File: src/include/dcache_defs.svh
// ~~~~~~~~~~~~~~~~~~~~
// Data cache geometry and widths
// Include wherever sizes of the cache arrays or ports are needed
// ~~~~~~~~~~~~~~~~~~~~
`ifndef DCACHE_DEFS_SVH
`define DCACHE_DEFS_SVH

`define DC_ADDR_W   32   // CPU and memory address width
`define DC_WAYS     2    // Fixed, LRU is a single bit per set
`define DC_SETS     32
`define DC_INDEX_W  5
`define DC_WORDS    4    // Words per line

`define DC_WOFS_W   2
`define DC_TAG_W    23   // Address minus index and line offset
`define DC_CNT_W    16   // Hit and miss counters

`endif

File: src/verilog/dcache_pkg.sv
// ~~~~~~~~~~~~~~~~~~~~
// Shared types of the data cache
// Imported by the lookup, store, sequencer and top
// ~~~~~~~~~~~~~~~~~~~~
`default_nettype none

`include "dcache_defs.svh"

package dcache_pkg;

    // CPU address, flat or split into cache fields
    typedef union packed {
        logic [`DC_ADDR_W-1:0] word;
        struct packed {
            logic [`DC_TAG_W-1:0]   tag;
            logic [`DC_INDEX_W-1:0] index;
            logic [`DC_WOFS_W-1:0]  wofs;   // Word within line
            logic [1:0]             bofs;   // Byte within word
        } f;
    } dc_addr_u;

    typedef enum logic [1:0] {
        DC_BYTE = 2'b00,
        DC_HALF = 2'b01,
        DC_WORD = 2'b10
    } dc_size_e;

    // Controller states
    typedef enum logic [2:0] {
        ST_IDLE,
        ST_LOOKUP,
        ST_WBACK,    // Dirty victim to memory
        ST_FILL,     // Line from memory
        ST_DONE
    } dc_state_e;

endpackage

`default_nettype wire

File: src/verilog/dcache_miss_seq.sv
// ~~~~~~~~~~~~~~~~~~~~
// Data cache controller
// Runs lookup, write-back and fill, drives memory beats and counters
// ~~~~~~~~~~~~~~~~~~~~
`timescale 1ns/10ps
`default_nettype none

`include "dcache_defs.svh"

module dcache_miss_seq
    import dcache_pkg::*;
(
    input  wire                   clk,
    input  wire                   rst_n,
    input  wire                   cpu_req,
    input  wire dc_addr_u         cpu_addr,
    input  wire                   cpu_write,
    input  wire                   hit,
    input  wire                   hit_way,
    input  wire                   victim_way,
    input  wire                   victim_dirty,
    input  wire [`DC_TAG_W-1:0]   victim_tag,
    input  wire [31:0]            rd_word,
    input  wire                   mem_ready,
    input  wire                   cache_flush,
    output dc_state_e             state,
    output logic                  way,
    output logic [`DC_WOFS_W-1:0] beat,
    output logic                  beat_sel,
    output logic                  wr_en,
    output logic                  fill_en,
    output logic                  fill_done,
    output logic                  cpu_ready,
    output logic                  cpu_hit,
    output logic                  mem_req,
    output logic                  mem_write,
    output logic [`DC_ADDR_W-1:0] mem_addr,
    output logic [31:0]           mem_wdata,
    output logic [`DC_CNT_W-1:0]  hit_count,
    output logic [`DC_CNT_W-1:0]  miss_count
);

    dc_state_e            next_state;
    logic                 miss_way_q;
    logic [`DC_TAG_W-1:0] miss_tag_q;   // Tag of the line being written back
    logic                 first_q;      // Lookup not yet counted
    logic                 last_beat;
    dc_addr_u             beat_addr;

    assign last_beat = (beat == `DC_WOFS_W'(`DC_WORDS-1));

    always_comb begin
        next_state = state;
        case (state)
            ST_IDLE:   if (cpu_req) next_state = ST_LOOKUP;
            ST_LOOKUP: begin
                if (hit) begin
                    next_state = ST_DONE;
                end else if (victim_dirty) begin
                    next_state = ST_WBACK;
                end else begin
                    next_state = ST_FILL;
                end
            end
            ST_WBACK:  if (mem_ready && last_beat) next_state = ST_FILL;
            ST_FILL:   if (mem_ready && last_beat) next_state = ST_LOOKUP;  // Retry hits
            default:   next_state = ST_IDLE;
        endcase
        if (cache_flush) begin
            next_state = ST_IDLE;
        end
    end

    always_ff @(posedge clk or negedge rst_n) begin
        if (!rst_n) begin
            state      <= ST_IDLE;
            beat       <= '0;
            first_q    <= 1'b0;
            cpu_hit    <= 1'b0;
            hit_count  <= '0;
            miss_count <= '0;
        end else begin
            state <= next_state;
            if (cache_flush) begin
                beat <= '0;
            end else if (mem_req && mem_ready) begin
                beat <= beat + 1'b1;      // Wraps to zero after the last beat
            end
            if (state == ST_IDLE) begin
                first_q <= cpu_req;
            end else if (state == ST_LOOKUP) begin
                first_q <= 1'b0;
            end
            // Only the first lookup of a request is counted
            if (state == ST_LOOKUP && first_q) begin
                cpu_hit <= hit;
                if (hit) begin
                    hit_count <= hit_count + 1'b1;
                end else begin
                    miss_count <= miss_count + 1'b1;
                end
            end
        end
    end

    always_ff @(posedge clk) begin
        if (state == ST_LOOKUP && !hit) begin
            miss_way_q <= victim_way;
            miss_tag_q <= victim_tag;
        end
    end

    // Memory phases use the latched victim, lookup uses the hit way
    assign beat_sel  = (state == ST_WBACK) || (state == ST_FILL);
    assign way       = beat_sel ? miss_way_q : hit_way;

    assign wr_en     = (state == ST_LOOKUP) && hit && cpu_write;
    assign fill_en   = (state == ST_FILL) && mem_ready;
    assign fill_done = fill_en && last_beat;
    assign cpu_ready = (state == ST_DONE);

    assign mem_req   = beat_sel;
    assign mem_write = (state == ST_WBACK);

    always_comb begin
        beat_addr.f.tag   = mem_write ? miss_tag_q : cpu_addr.f.tag;
        beat_addr.f.index = cpu_addr.f.index;
        beat_addr.f.wofs  = beat;
        beat_addr.f.bofs  = 2'b00;
    end

    assign mem_addr  = beat_addr.word;
    assign mem_wdata = mem_write ? rd_word : 32'h0;

endmodule

`default_nettype wire

File: config.mk
export PLATFORM = sky130hd
export DESIGN_NAME = dcache_miss_seq
export DESIGN_NICKNAME = d
export VERILOG_FILES = /design/src/verilog/dcache_pkg.sv /design/src/verilog/dcache_miss_seq.sv
export VERILOG_INCLUDE_DIRS = /design/src /design/src/include
export SDC_FILE = /design/constraint.sdc
export NUM_CORES = 1
export LEC_CHECK = 0
export BUFFER_PORTS_ARGS = -buffer_cell sky130_fd_sc_hd__buf_4
export CORE_MARGIN = 2
export CORE_UTILIZATION = 42
export DETAILED_ROUTE_END_ITERATION = 8
export PLACE_DENSITY = 0.79
export SLEW_MARGIN = 20
export SYNTH_ARGS = -nofsm -noshare
export SYNTH_HDL_FRONTEND = slang
export SYNTH_SLANG_ARGS = --single-unit
File: constraint.sdc
create_clock -name clk -period 3.8 [get_ports clk]
set_input_delay 0.38 -clock clk [delete_from_list [all_inputs] [get_ports clk]]
set_output_delay 0.38 -clock clk [all_outputs]
set_load 0.02 [all_outputs]
==> impl_metrics.csv, run 1 <==
group,metric,value,unit
run_status,status,"complete, but fails checks",
run_status,failed_checks,"hold timing",
logic_synthesis,syn_avg_cell_area,12.08,sq um
logic_synthesis,yosysMostFrequentCell,"dfrtp_1",
logic_synthesis,synthMuxAreaShare,0.08893,
cells_and_area,area.growth.synth_to_final,52.53,%
sta,fin_tns_setup,0,ns
logic_synthesis,synthTopCellsByArea,"dfrtp_1 31%, edfxtp_1 23%, mux2_2 8.9%",
sta,rsz0062_at_grt,"false",
power_and_ir_drop,vdd_drop_max,0.3710,mV
sta,period_minus_slack,2.892,ns
sta,fin_crit_sh,0.7612,
sta,drv_slew,0,
logic_synthesis,yosysSeqAreaShare,0.5360,
clock_network,clock-sinks,63,
setup_path,crit_top_cell,"buf_4",
routing,routed_via_density,4.753,
setup_path,r2r-end,"miss_tag_q[10]$_DFFE_PP_",
sta,worst_pin_slew,0.7839,ns
clock_network,cts_resized,0,
sta,max_freq,345.7,MHz
grt,overflow,0,
cells_and_area,nets,546,
setup_path,cp.arrival,2.51,ns
die,dieArea,8247,sq um
cells_and_area,antenna_cells,0,
logic_synthesis,synth_seq_cells,63,
power_and_ir_drop,p_sw,538.5,uW
routing,wl_met1,3.286,mm
routing,wl_met3,613,um
setup_path,cp_slowest_cell,"and2b_2",
logic_synthesis,synth_compound_area_frac,0.01028,
grt,grt_max_degree,47,
logic_synthesis,synthAdderAreaFrac,0.01186,
clock_network,clockBufferDepth,2,
clock_network,holdBufCountCts,0,
logic_synthesis,synth_edf_count,24,
clock_network,htreeDepth,3,
cells_and_area,drive_above_1_share,0.5388,
sta,setup_viol,0,
setup_path,critPathCaptureType,"output pin",
die,rows,31,
logic_synthesis,yosys-top-cells-count,"39 x dfrtp_1, 33 x and2_1, 25 x mux2_2",
sta,finClkSkew,0.01069,ns
routing,drt-wirelength-per-cell,15.69,um
worst_hold_path,hp-class,"in -> async",
clock_network,clockRootBuffer,"clkbuf_8",
placement,place_hpwl,6.726,mm
clock_network,cts.clk_slew.worst_paths,0.06,ns
placement,place.port_buffers,190,
power_and_ir_drop,p_int,1.370,mW
logic_synthesis,synth_top_family_by_area,"simple AND/OR/NAND/NOR gates",
clock_network,postCtsSetupRepairBufs,0,
setup_path,cp_cell_sequence,"nor2b_1 -> buf_4 -> and2b_2 -> mux2_2 -> buf_4",
logic_synthesis,ys.flop_type,"dfrtp_1",
grt,grt_antenna_before_repair,0,
sta,hold_ws,-0.0004769,ns
power_and_ir_drop,leakage,2.288,nW
cells_and_area,instances_no_fill,550,
sta,maxSlewHeadroom,0.4774,
setup_path,timing.rr.start,"state[0]$_DFFE_PN0P_",
clock_network,insertion_delay,0.34,ns
grt,track_usage,0.2100,
logic_synthesis,netlist_area,3166,sq um
power_and_ir_drop,cellPowerDensity,395.2,nW/um^2
die,fp.dieW,90.82,um
setup_path,rrSetupSlack,1.64,ns
logic_synthesis,synth_area_leader_cell,"dfrtp_1",
setup_path,required,3.42,ns
setup_path,r2r_cells,3,
routing,drt_pass1_iterations,4,
run,maxCapViolCount,0,
setup_path,setup.worst_path.start_class,"flop",
logic_synthesis,yosysWarnings,0,
placement,dp_cells,534,
logic_synthesis,ys_async_sr_fraction,0.6190,
routing,first_iter_violations,53,
die,fp.dieH,90.82,um
die,start_util,0.4341,
logic_synthesis,synth-simple-area-share,0.2186,
grt,grt_pass1_wl,13.43,mm
routing,routed_wl,8.629,mm
power_and_ir_drop,p_seq_frac,0.437,
routing,final_antenna_net_count,0,
placement,place.gp.congestion,0.7430,
logic_synthesis,synthXorXnorAreaFrac,0.08577,
routing,route.detailed.drc,0,
power_and_ir_drop,p_comb_frac,0.236,
power_and_ir_drop,power.total,1.908,mW
die,ios,207,
setup_path,cpPeakStageDelay,0.66,ns
clock_network,tritoncts,"done",
cells_and_area,final.fill_count,610,
routing,wl_met2,4.591,mm
power_and_ir_drop,switching_share,0.2822,
power_and_ir_drop,pwr-share-clk,0.327,
logic_synthesis,synth_top_cell_area_share,0.3083,
routing,vias,2614,
routing,top_layer,"met4",
logic_synthesis,yosysUniqueCellTypes,38,
setup_path,cp_max_fo,46,
clock_network,numCtsBuffers,9,
die,core,7292,sq um
grt,grt_pass1_vias,2614,
logic_synthesis,netlist_instances,262,
setup_path,crit_type,"reg -> out",
sta,hold_viol_final,3,
## worst max-delay path by stage
stage / from / endpoint / slack, ns / cells after the start
final: state[1]$_DFFE_PN0P_ / mem_addr[25] / 0.91 / 5
after floorplan: state[0]$_DFFE_PN0P_ / miss_tag_q[0]$_DFFE_PP_ / 0.76 / 3
after global routing: state[1]$_DFFE_PN0P_ / mem_wdata[17] / 0.70 / 6
after global placement: state[1]$_DFFE_PN0P_ / mem_addr[10] / 1.31 / 5
after detailed placement: state[1]$_DFFE_PN0P_ / mem_addr[25] / 1.28 / 5
after CTS: state[1]$_DFFE_PN0P_ / mem_addr[25] / 0.90 / 5
## per-layer routing
| metal | GRT usage | vias up |
|---|---|---|
| met5 | 0 | - |
| li1 | - | 1266 |
| met3 | 0.05509 | 17 |
| met4 | 0.08965 | 0 |
| met2 | 0.3706 | 100 |
| met1 | 0.2398 | 1231 |
## power groups by stage
stage | registers, mW | clock network [mW] | logic [mW]
CTS | 0.832 | 0.639 | 0.458
finish | 0.833 | 0.624 | 0.451
global placement | 0.841 | 0 | 0.447
detailed placement | 0.844 | 0 | 0.457
floorplan | 0.880 | 0 | 0.199
global route | 0.842 | 0.669 | 0.488
## layout by cell type (no fill, tap or decap), types with 2 or more instances in the layout
cell type / Yosys / layout
edfxtp_1: 24 / 24
a21oi_1: 2 / 2
nor3_1: 4 / 3
xor2_1: 7 / 7
nand2_1: 19 / 19
and4_1: 3 / 3
buf_4: 13 / 193
nor4_1: 2 / 2
nor2_1: 9 / 9
ha_1: 3 / 3
conb_1: 1 / 2
clkbuf_8: 0 / 11
and3_1: 3 / 3
nand4bb_4: 2 / 2
mux2_2: 25 / 25
nand4_1: 10 / 10
nor4_2: 2 / 2
and2_1: 33 / 33
or3_1: 2 / 2
xnor2_1: 24 / 24
nor2_2: 2 / 2
nand3_1: 11 / 11
dfrtp_1: 39 / 39
inv_1: 3 / 3
clkbuf_1: 3 / 2
## worst max-delay path: cells and delay by family, from the launching register on
family,cells,cell delay (ns)
AND/OR/NAND/NOR,2,0.84
flip-flops,1,0.56
multiplexers,1,0.42
buffers and inverters,2,0.32
## sequential cells by signal, summed over array words and instances (netlist names)
register    flops
miss_way_q      1
miss_count     16
miss_tag_q     23
first_q         1
beat            2
cpu_hit         1
state           3
hit_count      16
## kinds of logic (layout without fill, tap and decap cells)
| kind of cell | Yosys count | in the layout |
|---|---|---|
| compound gates | 5 | 5 |
| simple gates | 110 | 110 |
| other cells | 1 | 2 |
| xor+xnor | 31 | 31 |
| fa+ha+maj | 3 | 3 |
| buf+inv | 24 | 212 |
| flops | 63 | 63 |
| mux | 25 | 25 |
## final cells by class
class | instances | area [sq um] | share of cell area
clock buffers | 14 | 183.9 | 0.03809
multi-input cells | 176 | 1329 | 0.2752
inverters | 3 | 11.26 | 0.002332
well taps | 99 | 123.9 | 0.02565
flip-flops and latches | 63 | 1697 | 0.3514
clock inverters | 2 | 35.03 | 0.007256
repair buffers | 193 | 1449 | 0.3001
## stage by stage
stage | hold slack, ns | util | area (sq um) | worst slack (ns)
2_1_floorplan | 0.08441 | - | 3169 | 0.7584
3_3_place_gp | 0.3743 | 0.6321 | 4609 | 1.310
3_5_place_dp | 0.3782 | 0.6321 | 4609 | 1.276
4_1_cts | 0.009714 | 0.6621 | 4828 | 0.8964
5_1_grt | 0.03067 | 0.6621 | 4828 | 0.7029
6_report | -0.0004769 | 0.6621 | 4828 | 0.9076
No activity file was read; power rests on OpenSTA's default activity.
==> run 2, diff against run 1 <==
--- a/config.mk
+++ b/config.mk
@@ -6,11 +6,12 @@
 export SDC_FILE = /design/constraint.sdc
 export NUM_CORES = 1
 export LEC_CHECK = 0
+export ABC_AREA = 1
 export BUFFER_PORTS_ARGS = -buffer_cell sky130_fd_sc_hd__buf_4
 export CORE_MARGIN = 2
-export CORE_UTILIZATION = 42
+export CORE_UTILIZATION = 40
 export DETAILED_ROUTE_END_ITERATION = 8
-export PLACE_DENSITY = 0.79
+export PLACE_DENSITY = 0.76
 export SLEW_MARGIN = 20
 export SYNTH_ARGS = -nofsm -noshare
 export SYNTH_HDL_FRONTEND = slang
==> constraint.sdc (replaced) <==
create_clock -name clk -period 2.65 [get_ports clk]
set_input_delay 0.265 -clock clk [delete_from_list [all_inputs] [get_ports clk]]
set_output_delay 0.265 -clock clk [all_outputs]
set_load 0.02 [all_outputs]
==> run 2 against run 1 <==
Against the previous run:
- the flow now finishes without violations
- synthesized area is 16% higher
- power is 86% higher
- non-clock buffer count stayed put
- highest routed layer unchanged
- register-to-register slack worse by 0.59 ns
- clock skew is 0.0014 ns higher
- synthesized cell count is 90% higher
- via count is 44% higher
- die area is 21% higher
- final cell count is 45% higher
- wire length is 18% higher
==> impl_metrics.csv, run 2 <==
group,metric,value,unit
setup_path,cp_slowest_cell,"dfrtp_1",
setup_path,cp_top_family,"buffers and inverters",
run,maxCapViolCount,0,
setup_path,cpPeakStageDelay,0.46,ns
cells_and_area,nets,782,
power_and_ir_drop,p_int,2.341,mW
clock_network,cts.clk_slew.worst_paths,0.07,ns
cells_and_area,area.growth.synth_to_final,45.96,%
cells_and_area,antenna_cells,0,
power_and_ir_drop,pwr-share-clk,0.310,
routing,routed_via_density,4.738,
clock_network,insertion_delay,0.34,ns
run_status,status,"finished clean",
cells_and_area,largest_reg_flops,23,
routing,first_iter_violations,148,
sta,period_minus_slack,2.118,ns
clock_network,htreeDepth,3,
cells_and_area,final_core_util,0.6078,
grt,grt_pass1_vias,3512,
clock_network,clockRootBuffer,"clkbuf_8",
sta,fin_tns_setup,0,ns
routing,route.detailed.drc,0,
logic_synthesis,synth_seq_cells,63,
clock_network,clockBufferDepth,2,
logic_synthesis,synth_area_leader_cell,"dfrtp_1",
clock_network,tritoncts,"done",
cells_and_area,drive_above_1_share,0.3202,
logic_synthesis,syn_avg_cell_area,7.349,sq um
logic_synthesis,ys.flop_type,"dfrtp_1",
setup_path,required,2.38,ns
sta,max_freq,472.1,MHz
sta,worst_slack,0.5319,ns
clock_network,clock-sinks,63,
grt,grt_max_degree,56,
placement,place.gp.congestion,0.8096,
logic_synthesis,ys_async_sr_fraction,0.6190,
sta,setup_viol,0,
sta,rsz0062_at_grt,"false",
grt,track_usage,0.2039,
logic_synthesis,yosysMostFrequentCell,"nand2_1",
setup_path,cp.arrival,1.85,ns
placement,place.port_buffers,190,
die,core,8806,sq um
routing,vias,3767,
sta,finClkSkew,0.01209,ns
die,start_util,0.4165,
routing,routed_wl,10.17,mm
routing,drt_pass1_iterations,4,
power_and_ir_drop,cellPowerDensity,664.0,nW/um^2
logic_synthesis,yosysWarnings,0,
sta,hold_viol_final,0,
placement,place_hpwl,7.812,mm
grt,overflow,0,
setup_path,cp.buffers_inverters,3,
sta,drv_slew,0,
grt,grt_antenna_before_repair,0,
setup_path,crit_type,"reg -> out",
logic_synthesis,netlist_area,3667,sq um
worst_hold_path,hp-class,"in -> reg",
setup_path,cp_cell_sequence,"inv_2 -> nor2_4 -> nand2_2 -> buf_4 -> nand2_1 -> nand2_1 -> buf_4",
logic_synthesis,synth_top_cell_area_share,0.2661,
placement,dpl_worst_slack,0.8829,ns
logic_synthesis,synth_edf_count,24,
power_and_ir_drop,leakage,2.813,nW
die,dieArea,9950,sq um
power_and_ir_drop,p_sw,1.214,mW
die,fp.dieW,99.75,um
sta,worst_pin_slew,0.5065,ns
power_and_ir_drop,switching_share,0.3415,
die,rows,34,
setup_path,cp_max_fo,55,
die,ios,207,
grt,grt_pass1_wl,16.22,mm
routing,drt-wirelength-per-cell,12.80,um
cells_and_area,layout_commonest_cell,"buf_4",
cells_and_area,top_regs,"miss_tag_q (23), hit_count (16), miss_count (16)",
power_and_ir_drop,p_seq_frac,0.363,
logic_synthesis,netlist_instances,499,
setup_path,critPathCaptureType,"output pin",
die,fp.dieH,99.75,um
setup_path,setup.worst_path.start_class,"flop",
clock_network,postCtsSetupRepairBufs,0,
logic_synthesis,yosys-top-cells-count,"172 x nand2_1, 76 x nor2_1, 71 x inv_1",
sta,maxSlewHeadroom,0.6623,
routing,final_antenna_net_count,0,
sta,fin_crit_sh,0.7993,
clock_network,numCtsBuffers,9,
power_and_ir_drop,vdd_drop_max,0.5673,mV
logic_synthesis,yosysSeqAreaShare,0.4626,
logic_synthesis,yosysUniqueCellTypes,25,
power_and_ir_drop,p_comb_frac,0.327,
cells_and_area,final_cell_mix,"192 x buf_4, 171 x nand2_1, 75 x nor2_1",
cells_and_area,largest-register,"miss_tag_q",
logic_synthesis,synthTopCellsByArea,"dfrtp_1 27%, edfxtp_1 20%, nand2_1 18%",
-- run 2: cell count changes in the layout (fill, tap and decap cells not counted), moves of 7 or more --
cell / delta
and2_1: -33
nand2_1: +152
o21ai_0: +17
xnor2_1: -22
xor2_1: -7
inv_1: +68
nor2_1: +66
nand3_1: +15
mux2_2: -25
-- run 2: cell families (layout without fill, tap and decap cells) --
group | Yosys count | after routing | synth area share
xor gates and xnor gates | 2 | 2 | 0.004777
buffers and inverters | 97 | 284 | 0.1232
AOI/OAI and AO/OA | 26 | 26 | 0.03617
DFF | 63 | 63 | 0.4626
and+or+nand+nor | 307 | 307 | 0.3620
other | 1 | 2 | 0.001023
adders and majority gates | 3 | 3 | 0.01024
-- run 2: power groups by stage --
| stage | Clock (mW) | Sequential [mW] | Combinational, mW |
|---|---|---|---|
| 2_1_floorplan | 0 | 1.38 | 0.628 |
| 3_3_place_gp | 0 | 1.30 | 1.15 |
| 3_5_place_dp | 0 | 1.31 | 1.18 |
| 4_1_cts | 1.12 | 1.29 | 1.18 |
| 5_1_grt | 1.17 | 1.31 | 1.28 |
| 6_report | 1.10 | 1.29 | 1.16 |
-- run 2: layer usage --
layer,vias up,part of all wire,global-route usage
met5,-,0,0
met4,0,0.016,0.07482
met3,15,0.066,0.04357
met2,138,0.53,0.3711
met1,1713,0.39,0.2348
li1,1901,-,-
-- run 2: what timing repair did --
action,4_1_cts,5_1_grt
hold buffers,1,0
resized for setup,0,0
endpoints found under the hold margin,39,0
-- run 2: worst reg2reg max path: cells and delay by family, from the launching register on --
kind,cells,cell delay [ns]
buffers and inverters,1,0.31
and+or+nand+nor,3,0.50
DFF,1,0.46
-- run 2: layout make-up --
type,instances,area (sq um)
Inverter,75,281.5
Multi-Input combinational cell,340,1528
Timing Repair Buffer,193,1451
Clock buffer,10,127.6
Sequential cell,63,1697
Clock inverter,6,132.6
Tap cell,108,135.1
Fill cell,789,3453
-- run 2: worst paths after layout --
path                                            from                          to  slack [ns]  cells after the start
worst max-delay path            state[1]$_DFFE_PN0P_                mem_addr[19]        0.53                      7
worst min-delay path                     cache_flush        state[2]$_DFFE_PN0P_        0.08                      2
worst max register to register  state[1]$_DFFE_PN0P_    miss_tag_q[12]$_DFFE_PP_        1.05                      4
worst min register to register   cpu_hit$_DFFE_PN0P_         cpu_hit$_DFFE_PN0P_        0.48                      2
max in group asynchronous                      rst_n  miss_count[11]$_DFFE_PN0P_        1.88                      2
min in group asynchronous                      rst_n    hit_count[8]$_DFFE_PN0P_        0.42                      2
-- run 2: stage by stage --
step	std cells	cell area, sq um	total power [mW]	hold slack [ns]
4_1_cts	795	5353	3.589	0.06849
6_report	795	5353	3.554	0.08482
5_1_grt	795	5353	3.759	0.07860
2_1_floorplan	500	3671	2.006	-0.03059
3_3_place_gp	778	5082	2.456	0.2688
3_5_place_dp	778	5082	2.486	0.2723
==> run 3, diff against run 2 <==
--- a/config.mk
+++ b/config.mk
@@ -6,12 +6,12 @@
 export SDC_FILE = /design/constraint.sdc
 export NUM_CORES = 1
 export LEC_CHECK = 0
-export ABC_AREA = 1
+export ABC_AREA = 0
 export BUFFER_PORTS_ARGS = -buffer_cell sky130_fd_sc_hd__buf_4
 export CORE_MARGIN = 2
-export CORE_UTILIZATION = 40
+export CORE_UTILIZATION = 38
 export DETAILED_ROUTE_END_ITERATION = 8
-export PLACE_DENSITY = 0.76
+export PLACE_DENSITY = 0.75
 export SLEW_MARGIN = 20
 export SYNTH_ARGS = -nofsm -noshare
 export SYNTH_HDL_FRONTEND = slang
==> constraint.sdc (replaced) <==
create_clock -name clk -period 1.8 [get_ports clk]
set_input_delay 0.18 -clock clk [delete_from_list [all_inputs] [get_ports clk]]
set_output_delay 0.18 -clock clk [all_outputs]
set_load 0.02 [all_outputs]
==> run 3 against run 2 <==
Against the previous run:
- the flow now finishes with violations (setup timing)
- sequential power grew 35%
- via count shrank 23%
- sequential share of layout area shrank 1.9 points
- clock power shrank 8%
- global-route usage grew 0.39 points
==> impl_metrics.csv, run 3 (same netlist as run 1, synthesis figures left out) <==
group,metric,value,unit
die,dieArea,9076,sq um
sta,rsz0062_at_grt,"true",
sta,setup_viol,38,
sta,hold_viol_final,0,
cells_and_area,largest-register,"miss_tag_q",
setup_path,setup.worst_path.start_class,"flop",
sta,max_freq,513.2,MHz
setup_path,cp.arrival,1.77,ns
routing,route.detailed.drc,0,
die,start_util,0.3892,
setup_path,cp_cell_sequence,"nor2b_4 -> and2b_4 -> buf_4 -> buf_6 -> buf_4 -> and2_2 -> buf_6",
cells_and_area,final.fill_count,567,
setup_path,cp_max_fo,4,
run_status,status,"complete, but fails checks",
routing,final_antenna_net_count,0,
cells_and_area,top_regs,"miss_tag_q (23), hit_count (16), miss_count (16)",
grt,grt_pass1_vias,2737,
power_and_ir_drop,leakage,2.695,nW
cells_and_area,final_cell_mix,"154 x buf_4, 59 x buf_6, 36 x dfrtp_1",
setup_path,cp.buffers_inverters,4,
cells_and_area,nets,590,
clock_network,cts.clk_slew.worst_paths,0.07,ns
placement,dpl_worst_slack,0.04351,ns
power_and_ir_drop,vdd_drop_max,0.5599,mV
power_and_ir_drop,cellPowerDensity,700.7,nW/um^2
cells_and_area,area.growth.synth_to_final,80.47,%
routing,vias,2886,
cells_and_area,largest_reg_flops,23,
die,ios,207,
sta,hold_ws,0.02635,ns
run_status,failed_checks,"setup timing",
grt,track_usage,0.2078,
setup_path,cp_top_family,"simple AND/OR/NAND/NOR gates",
routing,drt_pass1_iterations,4,
clock_network,clockRootBuffer,"clkbuf_8",
routing,routed_via_density,4.810,
cells_and_area,final_core_util,0.7024,
clock_network,insertion_delay,0.33,ns
sta,fin_crit_sh,1.082,
placement,place.port_buffers,190,
run,maxCapViolCount,0,
cells_and_area,drive_above_1_share,0.6202,
worst_hold_path,hp-class,"in -> reg",
setup_path,critPathCaptureType,"output pin",
clock_network,clockBufferDepth,2,
setup_path,cpPeakStageDelay,0.40,ns
die,core,8134,sq um
cells_and_area,layout_commonest_cell,"buf_4",
grt,overflow,0,
grt,grt_pass1_wl,13.99,mm
cells_and_area,design_area,5713,sq um
sta,worst_slack,-0.1484,ns
clock_network,numCtsBuffers,9,
die,fp.dieH,95.27,um
setup_path,rrSetupSlack,0.07,ns
placement,place_hpwl,6.985,mm
routing,first_iter_violations,57,
clock_network,tritoncts,"done",
clock_network,clock-sinks,63,
setup_path,required,1.62,ns
placement,placed_cell_area,4755,sq um
routing,drt-wirelength-per-cell,16.97,um
placement,place.gp.congestion,0.7847,
routing,routed_wl,10.18,mm
setup_path,cp_slowest_cell,"dfrtp_2",
cells_and_area,antenna_cells,0,
grt,grt_antenna_before_repair,0,
die,fp.dieW,95.27,um
sta,period_minus_slack,1.948,ns
grt,grt_max_degree,40,
sta,finClkSkew,0.007937,ns
die,rows,33,
setup_path,crit_type,"reg -> out",
sta,drv_slew,0,
clock_network,htreeDepth,3,
-- run 3: cell count changes in the layout (fill, tap and decap cells not counted), sizes merged, moves of 7 or more --
cell | before | now
nor2 | 80 | 11
xnor2 | 2 | 24
dlygate4sd3 | 1 | 15
and2 | 0 | 33
nand3 | 27 | 11
nand2 | 172 | 19
buf | 192 | 221
o21ai | 19 | 1
mux2 | 0 | 25
inv | 75 | 3
xor2 | 0 | 7
-- run 3: report_power, final --
part / total, mW / switching [mW] / internal (mW)
registers: 1.74 / 0.129 / 1.62
logic: 1.25 / 0.568 / 0.681
clock network: 1.01 / 0.527 / 0.483
total: 4.00 / 1.22 / 2.78
-- run 3: worst paths after layout --
check | start | endpoint | cells after the start
worst max-delay path | state[1]$_DFFE_PN0P_ | mem_wdata[28] | 7
worst min-delay path | victim_tag[8] | miss_tag_q[8]$_DFFE_PP_ | 1
worst max register to register | state[1]$_DFFE_PN0P_ | miss_count[1]$_DFFE_PN0P_ | 5
worst min register to register | miss_count[15]$_DFFE_PN0P_ | miss_count[15]$_DFFE_PN0P_ | 1
max in group asynchronous | rst_n | state[1]$_DFFE_PN0P_ | 2
min in group asynchronous | rst_n | miss_count[10]$_DFFE_PN0P_ | 2
-- run 3: repair_timing --
action / 4_1_cts / 5_1_grt
endpoints found under the hold margin: 41 / 12
setup endpoints to repair: 56 / 71
resized for setup: 60 / 57
pin swaps: 1 / 29
hold buffers: 3 / 12
gates cloned: 5 / 1
buffers inserted: 7 / 11
-- run 3: area by class of cell --
cell class / instances / area, sq um / area share
sequential: 63 / 1700 / 0.2976
timing repair buffer: 237 / 2181 / 0.3817
tap: 105 / 131.4 / 0.02300
multi-input combinational: 176 / 1525 / 0.2670
clock inverter: 7 / 40.04 / 0.007008
clock buffer: 9 / 123.9 / 0.02168
inverter: 3 / 11.26 / 0.001971
-- run 3: layer usage --
metal | vias to the layer above | wire length [um] | GRT usage
li1 | 1364 | - | -
met1 | 1379 | 3573 | 0.2181
met2 | 116 | 5575 | 0.3908
met3 | 27 | 641 | 0.04348
met4 | 0 | 392 | 0.1002
met5 | - | 0 | 0
-- run 3: metrics by stage --
step                      power [mW]  TNS [ns]  instances
after floorplan                2.307    -3.854        263
after global placement         2.766         0        547
after detailed placement       2.790         0        547
after CTS                      3.961    -4.531        577
after global routing           4.214    -7.059        600
final                          4.003    -3.724        600
